--- src/rtl/hazardPkg.sv ---
package hazardPkg;

	typedef logic [4:0]  regIdxT;	// GPR number, r0 never forwards
	typedef logic [31:0] wordT;

	// Instruction sitting in ID
	typedef struct packed {
		regIdxT rs;
		regIdxT rt;
		wordT   pc;
		logic   bjOp;	// Branch/jump compared in ID
		wordT   rsData;	// Straight from register file
		wordT   rtData;
	} idStageT;

	// Instruction sitting in EX
	typedef struct packed {
		regIdxT rs;
		regIdxT rt;
		wordT   pc;
		logic   dmRd;	// Load
		logic   cp0Rd;	// mfc0
		logic   rfWr;
		wordT   rsData;
		wordT   rtData;
	} exStageT;

	typedef struct packed {
		regIdxT rd;
		regIdxT rt;
		logic   rfWr;
		logic   dmRd;
		logic   cp0Rd;
		logic   ex;	// Exception taken here
		logic   eretFlush;
		wordT   result;
	} memStageT;

	typedef struct packed {
		regIdxT rd;
		logic   rfWr;
		wordT   result;
	} wbStageT;

endpackage

--- src/rtl/ctrlPkg.sv ---
package ctrlPkg;

	// Operand source for the EX muxes
	typedef enum logic [1:0] {
		FWD_REG = 2'b00,
		FWD_MEM = 2'b01,
		FWD_WB  = 2'b10
	} fwdSelT;

	typedef struct packed {
		fwdSelT exRsSel;
		fwdSelT exRtSel;
		logic   idRsMem;	// Branch rs from MEM result
		logic   idRtMem;
	} fwdSelsT;

	// Front-end control word
	typedef struct packed {
		logic pcWr;
		logic ifIdWr;
		logic instEn;	// Instruction memory enable
		logic bubble;	// Nop into ID/EX
	} pipeCtrlT;

	localparam pipeCtrlT PIPE_RUN = '{
		pcWr:   1'b1,
		ifIdWr: 1'b1,
		instEn: 1'b1,
		bubble: 1'b0
	};

	localparam pipeCtrlT PIPE_STALL = ~PIPE_RUN;

endpackage

--- src/rtl/bypassUnit.sv ---
`timescale 1ns/1ns

module bypassUnit (
	input  logic               clk,
	input  hazardPkg::idStageT  idStage,
	input  hazardPkg::exStageT  exStage,
	input  hazardPkg::memStageT memStage,
	input  hazardPkg::wbStageT  wbStage,
	output ctrlPkg::fwdSelsT    fwdSels
);

	logic exRsMem;
	logic exRtMem;
	logic exRsWb;
	logic exRtWb;

	// Writer hit on a source register, r0 excluded
	function automatic logic wrHit(
		input logic              wr,
		input hazardPkg::regIdxT rd,
		input hazardPkg::regIdxT src
	);
		return wr && (rd != '0) && (rd == src);
	endfunction

	assign exRsMem = wrHit(memStage.rfWr, memStage.rd, exStage.rs);
	assign exRtMem = wrHit(memStage.rfWr, memStage.rd, exStage.rt);
	assign exRsWb  = wrHit(wbStage.rfWr, wbStage.rd, exStage.rs);
	assign exRtWb  = wrHit(wbStage.rfWr, wbStage.rd, exStage.rt);

	always_comb begin
		if (exRsMem)
			fwdSels.exRsSel = ctrlPkg::FWD_MEM;	// Youngest writer wins
		else if (exRsWb)
			fwdSels.exRsSel = ctrlPkg::FWD_WB;
		else
			fwdSels.exRsSel = ctrlPkg::FWD_REG;

		if (exRtMem)
			fwdSels.exRtSel = ctrlPkg::FWD_MEM;
		else if (exRtWb)
			fwdSels.exRtSel = ctrlPkg::FWD_WB;
		else
			fwdSels.exRtSel = ctrlPkg::FWD_REG;

		// Branch compare only bypasses from MEM
		fwdSels.idRsMem = idStage.bjOp && wrHit(memStage.rfWr, memStage.rd, idStage.rs);
		fwdSels.idRtMem = idStage.bjOp && wrHit(memStage.rfWr, memStage.rd, idStage.rt);
	end

	aRsMemFirst: assert property (
		@(posedge clk) exRsMem |-> (fwdSels.exRsSel != ctrlPkg::FWD_WB)
	) else $error("exRsSel took WB over a matching MEM writer");

	aRtMemFirst: assert property (
		@(posedge clk) exRtMem |-> (fwdSels.exRtSel != ctrlPkg::FWD_WB)
	) else $error("exRtSel took WB over a matching MEM writer");

endmodule

--- src/rtl/stallUnit.sv ---
`timescale 1ns/1ns

module stallUnit (
	input  logic               clk,
	input  logic               rst_sign,
	input  hazardPkg::idStageT  idStage,
	input  hazardPkg::exStageT  exStage,
	input  hazardPkg::memStageT memStage,
	input  logic               busy,
	input  logic               rhlVisit,
	output ctrlPkg::pipeCtrlT   stallCtrl
);

	logic exRtUsed;	// ID reads the EX rt
	logic memRtUsed;
	logic flush;
	logic hlWait;
	logic loadUse;
	logic bjMemLoad;
	logic bjExWr;
	logic stall;

	assign exRtUsed  = (exStage.rt == idStage.rs) || (exStage.rt == idStage.rt);
	assign memRtUsed = (memStage.rt == idStage.rs) || (memStage.rt == idStage.rt);

	assign flush  = memStage.ex || memStage.eretFlush;
	assign hlWait = busy && rhlVisit;	// mul/div still running

	// Same pc means the stall was already taken for this pair
	assign loadUse = (exStage.dmRd || exStage.cp0Rd) && exRtUsed
		&& (idStage.pc != exStage.pc);

	assign bjMemLoad = idStage.bjOp && memStage.rfWr
		&& (memStage.dmRd || memStage.cp0Rd) && memRtUsed;

	assign bjExWr = idStage.bjOp && exStage.rfWr && exRtUsed;

	always_comb begin
		if (rst_sign)
			stall = 1'b1;
		else if (flush)
			stall = 1'b0;	// Redirect to handler must proceed
		else if (hlWait)
			stall = 1'b1;
		else if (loadUse)
			stall = 1'b1;
		else if (bjMemLoad)
			stall = 1'b1;
		else if (bjExWr)
			stall = 1'b1;
		else
			stall = 1'b0;
	end

	assign stallCtrl = stall ? ctrlPkg::PIPE_STALL : ctrlPkg::PIPE_RUN;

	aCtrlConsistent: assert property (
		@(posedge clk)
		(stallCtrl.pcWr == stallCtrl.ifIdWr) && (stallCtrl.bubble == !stallCtrl.pcWr)
	) else $error("stall control word inconsistent");

endmodule

--- src/rtl/hazardCombine.sv ---
`timescale 1ns/1ns

module hazardCombine (
	input  logic               clk,
	input  ctrlPkg::fwdSelsT    fwdSels,
	input  ctrlPkg::pipeCtrlT   stallCtrl,
	input  hazardPkg::idStageT  idStage,
	input  hazardPkg::exStageT  exStage,
	input  hazardPkg::memStageT memStage,
	input  hazardPkg::wbStageT  wbStage,
	output hazardPkg::wordT     exRsVal,
	output hazardPkg::wordT     exRtVal,
	output hazardPkg::wordT     idRsVal,
	output hazardPkg::wordT     idRtVal,
	output ctrlPkg::fwdSelsT    fwdSelsOut,
	output ctrlPkg::pipeCtrlT   pipeCtrl
);

	logic bjExHit;

	// Three-way EX operand mux
	function automatic hazardPkg::wordT pickEx(
		input ctrlPkg::fwdSelT sel,
		input hazardPkg::wordT regData,
		input hazardPkg::wordT memData,
		input hazardPkg::wordT wbData
	);
		case (sel)
			ctrlPkg::FWD_MEM: return memData;
			ctrlPkg::FWD_WB:  return wbData;
			default:          return regData;
		endcase
	endfunction

	always_comb begin
		exRsVal = pickEx(fwdSels.exRsSel, exStage.rsData, memStage.result, wbStage.result);
		exRtVal = pickEx(fwdSels.exRtSel, exStage.rtData, memStage.result, wbStage.result);
		idRsVal = fwdSels.idRsMem ? memStage.result : idStage.rsData;
		idRtVal = fwdSels.idRtMem ? memStage.result : idStage.rtData;
	end

	assign fwdSelsOut = fwdSels;
	assign pipeCtrl   = stallCtrl;

	// Branch source still being computed in EX
	assign bjExHit = idStage.bjOp && exStage.rfWr
		&& ((exStage.rt == idStage.rs) || (exStage.rt == idStage.rt));

	// A running branch must never read a result EX has not produced,
	// unless MEM is redirecting the pipe anyway
	aBranchSafe: assert property (
		@(posedge clk)
		(pipeCtrl.pcWr && !(memStage.ex || memStage.eretFlush)) |-> !bjExHit
	) else $error("branch ran past an EX writer it depends on");

endmodule

--- src/rtl/hazardTop.sv ---
`timescale 1ns/1ns

module hazardTop (
	input  logic               clk,
	input  logic               rst_sign,
	input  hazardPkg::idStageT  idStage,
	input  hazardPkg::exStageT  exStage,
	input  hazardPkg::memStageT memStage,
	input  hazardPkg::wbStageT  wbStage,
	input  logic               busy,
	input  logic               rhlVisit,
	output hazardPkg::wordT     exRsVal,
	output hazardPkg::wordT     exRtVal,
	output hazardPkg::wordT     idRsVal,
	output hazardPkg::wordT     idRtVal,
	output ctrlPkg::fwdSelsT    fwdSels,
	output ctrlPkg::pipeCtrlT   pipeCtrl
);

	ctrlPkg::fwdSelsT  rawSels;
	ctrlPkg::pipeCtrlT stallCtrl;

	bypassUnit i_bypass (
		.clk      (clk),
		.idStage  (idStage),
		.exStage  (exStage),
		.memStage (memStage),
		.wbStage  (wbStage),
		.fwdSels  (rawSels)
	);

	stallUnit i_stall (
		.clk       (clk),
		.rst_sign  (rst_sign),
		.idStage   (idStage),
		.exStage   (exStage),
		.memStage  (memStage),
		.busy      (busy),
		.rhlVisit  (rhlVisit),
		.stallCtrl (stallCtrl)
	);

	hazardCombine i_combine (
		.clk        (clk),
		.fwdSels    (rawSels),
		.stallCtrl  (stallCtrl),
		.idStage    (idStage),
		.exStage    (exStage),
		.memStage   (memStage),
		.wbStage    (wbStage),
		.exRsVal    (exRsVal),
		.exRtVal    (exRtVal),
		.idRsVal    (idRsVal),
		.idRtVal    (idRtVal),
		.fwdSelsOut (fwdSels),
		.pipeCtrl   (pipeCtrl)
	);

endmodule

--- config.mk ---
export PLATFORM = sky130hd
export DESIGN_NAME = hazardTop
export DESIGN_NICKNAME = d
export VERILOG_FILES = /design/src/rtl/hazardPkg.sv /design/src/rtl/ctrlPkg.sv /design/src/rtl/bypassUnit.sv /design/src/rtl/stallUnit.sv /design/src/rtl/hazardCombine.sv /design/src/rtl/hazardTop.sv
export SDC_FILE = /design/constraint.sdc
export NUM_CORES = 1
export LEC_CHECK = 0
export BUFFER_PORTS_ARGS = -buffer_cell sky130_fd_sc_hd__buf_2
export CAP_MARGIN = 0
export CORE_AREA = 3 3 169 171
export DETAILED_ROUTE_END_ITERATION = 8
export DIE_AREA = 0 0 172 174
export PLACE_DENSITY = 0.47
export SETUP_SLACK_MARGIN = 0.5
export SLEW_MARGIN = 20
export SYNTH_ARGS = -nofsm -noshare
export SYNTH_HDL_FRONTEND = slang
export SYNTH_SLANG_ARGS = --single-unit
--- constraint.sdc ---
create_clock -name vclk -period 6.1
set_input_delay 1.83 -clock vclk [all_inputs]
set_output_delay 1.83 -clock vclk [all_outputs]
set_load 0.01 [all_outputs]
==> results.yml, run 1 <==
final_layout:
  clkbuf_count: 0
  final_area_mm2: 0.00608
  drive_gt1_frac: 0.639
  seq_area_um2: 0
  finish.utilization: 0.225
  fillers: 3075
  nNetsFinal: 1151
  syn2layout_area_growth_pct: 74.6
  design.seq.count: 0
  antenna_cells: 0
logic_synthesis:
  yosys_warnings: 0
  ys_seq_area_frac: 0
  synth_fp_nets: 728
  syn_area_mm2: 0.00348
  avgSynthCellArea_um2: 8.24
  synth.distinct_cells: 29
  synth_cells: 423
worst_hold_path:
  worstHoldStart: "idStage[31]"
  hold_class: "input port to output port"
  hold_depth: 3
  holdPathEnd: "idRtVal[31]"
place:
  gp_congestion: 0.858
  postPlaceCellArea_mm2: 0.00599
  portBuffers: 442
  pre_cts_slack_ns: 0.0644
  dp_hpwl_um: 17400
setup_path:
  worstPathMaxFanout: 11
  cp_slowest_stage_delay_ns: 0.55
  critical_path_arrival_ns: 3.68
  worst-path-buf-inv: 4
  worstSetupEndpointType: "output port"
  startpoint: "wbStage[33]"
  worst_setup_path_start_kind: "input port"
  crit_family: "buffers and inverters"
  path_cells: "buf_2 -> or4_4 -> o21ai_4 -> nor4_4 -> buf_12 -> buf_4 -> mux2i_1 -> o21ai_2 -> buf_2"
  cp_common_cell: "buf_2"
  critical_path_class: "input port to output port"
  cp_slowest_cell: "or4_4"
  crit_required_ns: 4.27
drt:
  route.detailed.drc: 0
  viasPerCell: 3.96
  wl_per_cell_um: 16.7
  wirelength_um: 19800
  drt_first_iter_violations: 176
  dr_total_vias: 4688
  ant_nets: 0
  dr.pass1.iters: 4
power:
  p_leak_nw: 2.86
  seqPwrFrac: 0
  p_clk_frac: 0
  switching_share: 0.487
  p_switching_mw: 0.185
  power.density_mw_per_mm2: 62.6
  combPwrFrac: 1.000
  internal-power_mw: 0.196
  peakVddDrop_uv: 27.5
timing:
  worst_slew_pin_slew_ns: 0.461
  max_slew_margin: 0.690
  report.final.slew_viol_count: 0
  max_freq_ghz: 0.181
  fin_crit_ns: 5.51
  finalHoldViolations: 0
  finalCritPeriodShare: 0.904
  rsz0062_at_grt: "no"
  setup-violations-final: 0
  tns_ns: 0
  timing.final.ws_setup_ns: 0.588
floorplan:
  die_x_um: 172
  ioPinCount: 443
  die_h_um: 174
  dieArea_mm2: 0.0299
  start_util: 0.129
  rows: 60
  core_mm2: 0.0270
clock_tree:
  cts_hold_buffers: 0
global_route:
  grt_max_degree: 53
  grt_pass1_vias: 4641
  grt_pass1_wl_um: 27600
  antenna_found_initial: 1
  track_usage: 0.117
  overflow: 0
outcome:
  status: "finished clean"
flow_run:
  maxCapViolCount: 0
## cells in the mapped netlist
master,number,share of area
xor2_1,50,0.13
o211ai_1,1,0.0022
nand3_1,11,0.016
and3_1,1,0.0018
o32ai_1,1,0.0025
o32a_1,1,0.0029
nand2_1,66,0.071
o221a_2,1,0.0032
mux2i_1,64,0.18
o211ai_4,1,0.0061
o21ai_2,1,0.0025
buf_6,10,0.032
nor2_1,1,0.0011
buf_2,15,0.022
xnor2_1,32,0.080
nor4_1,12,0.022
buf_4,7,0.015
nor4_4,4,0.024
o21ai_0,21,0.030
mux2_2,6,0.019
nor2b_1,2,0.0036
or4_1,1,0.0022
a21oi_1,1,0.0014
o22ai_1,1,0.0018
o21ai_1,44,0.063
clkbuf_1,7,0.0075
mux2_4,58,0.25
or4_4,1,0.0032
nand4_1,2,0.0036
## per-stage QoR
stage / power, mW / std cells / hold WS [ns]
after global placement: 0.377 / 1180 / 3.97
after floorplan: 0.176 / 423 / 3.77
final: 0.381 / 1185 / 3.97
after global routing: 0.415 / 1185 / 3.98
after CTS: 0.383 / 1185 / 3.97
after detailed placement: 0.380 / 1180 / 3.97
## final cells by class
class                      instances  area [um^2]  share of cell area
multi-input combinational        384         3260               0.536
tap                              341          427              0.0701
timing repair buffer             460         2400               0.394
## timing repair
action                     4_1_cts  5_1_grt
cloned                           0        0
hold endpoints to repair         0        0
setup buffers                    5        0
setup endpoints to repair       44       15
pin swaps                        2        1
gates resized for setup          2        9
## metal layers
metal,vias to the layer above,track usage,routed length [um]
met4,2,0.00366,27
met2,202,0.216,9840
met1,2131,0.155,8510
met3,4,0.0118,1400
met5,-,0,13
li1,2349,-,-
## cell usage in the layout (no fill, tap or decap), types with 6 or more instances in the layout
cell type / netlist / final
xor2_1: 50 / 50
o21ai_0: 21 / 19
nor4_1: 12 / 10
nand2_1: 66 / 66
mux2_4: 58 / 58
buf_4: 7 / 12
mux2i_1: 64 / 64
buf_2: 15 / 442
xnor2_1: 32 / 32
nand3_1: 11 / 11
o21ai_1: 44 / 43
mux2_2: 6 / 6
## power by group through the flow
stage	clock network, mW	registers [mW]	logic, mW
2_1_floorplan	0	0	0.176
3_3_place_gp	0	0	0.377
3_5_place_dp	0	0	0.380
4_1_cts	0	0	0.383
5_1_grt	0	0	0.415
6_report	0	0	0.381
## kinds of logic (layout without fill, tap and decap cells)
| kind of cell | after synthesis | in the layout | share of synthesized area |
|---|---|---|---|
| buffers and inverters | 39 | 460 | 0.0765 |
| muxes | 128 | 128 | 0.453 |
| xor gates and xnor gates | 82 | 82 | 0.206 |
| AOI/OAI and AO/OA | 73 | 73 | 0.116 |
| and+or+nand+nor | 101 | 101 | 0.148 |
## worst max path at each step
stage                  end  slack (ns)  cells past startpoint
2_1_floorplan  pipeCtrl[2]        0.95                      6
4_1_cts        exRsVal[23]        0.51                      9
6_report       exRsVal[23]        0.59                      9
3_5_place_dp   exRtVal[23]        0.06                      8
3_3_place_gp   exRtVal[23]        0.11                      8
5_1_grt        exRsVal[24]        0.53                      9
Note: power is estimated with default switching activity, not from simulation.
==> inputs of run 2 (changes only) <==
CORE_AREA = 3 3 170 172   (was 3 3 169 171)
DIE_AREA = 0 0 173 175   (was 0 0 172 174)
GPL_ROUTABILITY_DRIVEN = 0   (was default)
==> results.yml, run 2 (synthesis results as in run 1) <==
floorplan:
  ioPinCount: 443
  dieArea_mm2: 0.0303
  core_mm2: 0.0276
  rows: 61
  die_h_um: 175
  start_util: 0.126
  die_x_um: 173
timing:
  tns_ns: 0
  finalHoldViolations: 0
  report.final.slew_viol_count: 0
  max_freq_ghz: 0.182
  fin_crit_ns: 5.50
  max_slew_margin: 0.680
  rsz0062_at_grt: "no"
  setup-violations-final: 0
  worst_slew_pin_slew_ns: 0.481
  hold_ws_ns: 3.97
  finalCritPeriodShare: 0.902
place:
  dp_hpwl_um: 17900
  portBuffers: 442
  dp.cells: 1218
setup_path:
  worstSetupEndpointType: "output port"
  critical_path_arrival_ns: 3.67
  critical_path_class: "input port to output port"
  cp_slowest_cell: "or4_4"
  path_cells: "buf_2 -> or4_4 -> o211ai_4 -> nor4_4 -> buf_4 -> mux2_4 -> buf_2"
  worst-path-buf-inv: 3
  worst_setup_path_start_kind: "input port"
  crit_family: "simple AND/OR/NAND/NOR gates"
  cp_common_cell: "buf_2"
  cp_slowest_stage_delay_ns: 0.56
  worstPathMaxFanout: 22
  crit_required_ns: 4.27
global_route:
  grt_pass1_vias: 4879
  overflow: 0
  use_met1: 0.155
  grt_max_degree: 53
  grt_pass1_wl_um: 29300
  antenna_found_initial: 0
  grt-busiest-layer: "met2"
  track_usage: 0.121
  met2_usage: 0.225
  grt_use_met3: 0.0183
drt:
  drt_first_iter_violations: 172
  ant_nets: 0
  wl_per_cell_um: 16.7
  route.detailed.drc: 0
  dr_total_vias: 4715
  wirelength_um: 20400
  viasPerCell: 3.87
  dr.pass1.iters: 4
power:
  p_switching_mw: 0.185
  peakVddDrop_uv: 28.7
  switching_share: 0.486
  p_total_mw: 0.380
  combPwrFrac: 1.000
  seqPwrFrac: 0
  internal-power_mw: 0.195
  p_clk_frac: 0
  p_leak_nw: 2.83
  power.density_mw_per_mm2: 62.6
clock_tree:
  cts_hold_buffers: 0
worst_hold_path:
  worstHoldStart: "idStage[11]"
  hold_class: "input port to output port"
  holdPathEnd: "idRtVal[11]"
  hold_depth: 3
final_layout:
  clkbuf_count: 0
  final_common_cell: "buf_2"
  antenna_cells: 0
  design.seq.count: 0
  drive_gt1_frac: 0.634
  fin_cells: 1219
  mostFrequentLayoutCells: "buf_2 (442), nand2_1 (66), mux2i_1 (63)"
  nNetsFinal: 1148
  seq_area_um2: 0
  syn2layout_area_growth_pct: 74.2
outcome:
  status: "finished clean"
flow_run:
  maxCapViolCount: 0
[run 2: cell count changes in the layout (fill, tap and decap cells not counted)]
cell,before,now
mux2i_2,0,1
or4_1,0,1
o21ai_2,3,0
buf_4,12,11
or4_4,2,1
mux2i_1,64,63
o21ai_0,19,21
buf_12,3,1
o21ai_1,43,44
[run 2: layout make-up]
| class | count | area [um^2] |
|---|---|---|
| Multi-Input combinational cell | 384 | 3250 |
| Timing Repair Buffer | 457 | 2350 |
| Fill cell | 3182 | 21600 |
| Tap cell | 378 | 473 |
[run 2: power by group through the flow]
stage	clock (mW)	sequential (mW)	combinational, mW
6_report	0	0	0.380
5_1_grt	0	0	0.413
4_1_cts	0	0	0.384
3_5_place_dp	0	0	0.382
3_3_place_gp	0	0	0.379
2_1_floorplan	0	0	0.176
[run 2: stage by stage]
step	cell area, um^2	util	worst slack, ns
after floorplan	3480	-	0.946
final	6070	0.220	0.598
after CTS	6050	0.219	0.529
after global routing	6070	0.220	0.512
after detailed placement	6030	0.218	0.0954
after global placement	6030	0.218	0.0687
[run 2: timing repair]
item | in CTS | in global routing
pin swaps | 1 | 0
cloned | 0 | 0
endpoints found under the setup margin | 30 | 7
buffers inserted | 1 | 0
resized for setup | 1 | 5
[run 2: how the worst max path moves through the flow]
stage | start | end | slack [ns] | depth (start not counted)
finish | memStage[42] | idRtVal[13] | 0.60 | 7
global route | memStage[42] | exRsVal[22] | 0.51 | 7
global placement | wbStage[33] | exRtVal[3] | 0.07 | 8
CTS | wbStage[33] | exRsVal[26] | 0.53 | 8
floorplan | exStage[80] | pipeCtrl[2] | 0.95 | 6
detailed placement | wbStage[37] | exRtVal[3] | 0.1 | 8
[run 2: layer usage]
layer,share of wire,vias up,routed length (um)
met3,0.075,4,1520
met2,0.50,238,10300
li1,-,2337,-
met4,0.0054,0,109
met5,0,-,0
met1,0.42,2136,8480
==> inputs of run 3 (changes only) <==
RECOVER_POWER = 50   (was default)
==> results.yml, run 3 (synthesis results as in run 1) <==
worst_hold_path:
  hold_class: "input port to output port"
  worstHoldStart: "idStage[34]"
  holdPathEnd: "idRsVal[2]"
  hold_depth: 3
final_layout:
  clkbuf_count: 0
  antenna_cells: 0
  drive_gt1_frac: 0.568
  fillers: 3231
  mostFrequentLayoutCells: "buf_2 (410), nand2_1 (66), mux2i_1 (63)"
  seq_area_um2: 0
  design.seq.count: 0
  nNetsFinal: 1148
  final_common_cell: "buf_2"
  syn2layout_area_growth_pct: 70.2
timing:
  rsz0062_at_grt: "no"
  finalCritPeriodShare: 0.941
  max_freq_ghz: 0.174
  finalHoldViolations: 0
  report.final.slew_viol_count: 0
  setup-violations-final: 0
  worst_slew_pin_slew_ns: 0.699
  tns_ns: 0
  fin_crit_ns: 5.74
  timing.final.ws_setup_ns: 0.361
  max_slew_margin: 0.534
setup_path:
  worst_setup_path_start_kind: "input port"
  worstPathMaxFanout: 22
  critical_path_class: "input port to output port"
  worstSetupEndpointType: "output port"
  crit_required_ns: 4.27
  critical_path_arrival_ns: 3.91
floorplan:
  die_h_um: 175
  core_mm2: 0.0276
  die_x_um: 173
  dieArea_mm2: 0.0303
  ioPinCount: 443
  start_util: 0.126
  rows: 61
place:
  dp_hpwl_um: 17900
  portBuffers: 442
  pre_cts_slack_ns: 0.0954
drt:
  wl_per_cell_um: 16.7
  top_layer: "met4"
  wirelength_um: 20400
  wl_met3_um: 1440
  drt_first_iter_violations: 185
  route.detailed.drc: 0
  ant_nets: 0
  dr_total_vias: 4724
  viasPerCell: 3.88
  dr.pass1.iters: 4
  wl_met1_um: 8630
  wl_met2_um: 10200
global_route:
  grt_pass1_wl_um: 29300
  track_usage: 0.121
  grt_pass1_vias: 4879
  antenna_found_initial: 0
  grt_max_degree: 53
  overflow: 0
clock_tree:
  cts_hold_buffers: 0
outcome:
  status: "finished clean"
power:
  p_leak_nw: 2.68
  power.density_mw_per_mm2: 62.1
  peakVddDrop_uv: 27.3
flow_run:
  maxCapViolCount: 0
[run 3: changes by cell type in the layout (fill, tap and decap cells not counted), moves of 4 or more]
cell,change
buf_2,-32
clkbuf_1,+33
mux2_1,+18
mux2_4,-18
o21ai_0,+4
o21ai_1,-4
[run 3: what timing repair did]
item,in CTS,in global routing
resized for setup,1,5
pin swaps,1,0
setup buffers,1,0
hold endpoints to repair,0,0
endpoints found under the setup margin,30,7
[run 3: final cells by class]
class | count | area (um^2) | area share
Tap cell | 378 | 473 | 0.0798
Multi-Input combinational cell | 384 | 3150 | 0.532
Timing Repair Buffer | 457 | 2300 | 0.389
[run 3: per-stage QoR]
stage,cells,area (um^2),hold WS [ns],power (mW),util
2_1_floorplan,423,3480,3.77,0.176,-
5_1_grt,1219,5930,3.97,0.402,0.215
3_5_place_dp,1218,6030,3.97,0.382,0.218
6_report,1219,5930,3.95,0.368,0.215
3_3_place_gp,1218,6030,3.97,0.379,0.218
4_1_cts,1219,6050,3.97,0.384,0.219
[run 3: layer usage]
| metal | vias to the layer above | GRT usage |
|---|---|---|
| li1 | 2339 | - |
| met1 | 2147 | 0.155 |
| met2 | 234 | 0.225 |
| met3 | 4 | 0.0183 |
| met4 | 0 | 0.00743 |
| met5 | - | 0 |
[run 3: where the power goes]
part | switching, mW | internal (mW)
Sequential | 0 | 0
Clock | 0 | 0
Combinational | 0.183 | 0.185
[run 3: worst max-delay path, stage by stage]
cell and delay [ns]:
clkbuf_1 0.17, or4_1 0.56, o211ai_1 0.41, nor4_4 0.11, buf_4 0.29, mux2_4 0.36
buf_2 0.14
[run 3: how the worst max path moves through the flow]
stage | end | depth (start not counted) | startpoint | slack, ns
after floorplan | pipeCtrl[2] | 6 | exStage[80] | 0.95
after global placement | exRtVal[3] | 8 | wbStage[33] | 0.07
after detailed placement | exRtVal[3] | 8 | wbStage[37] | 0.1
after CTS | exRsVal[26] | 8 | wbStage[33] | 0.53
after global routing | idRtVal[13] | 7 | memStage[42] | 0.26
final | idRtVal[13] | 7 | memStage[42] | 0.36
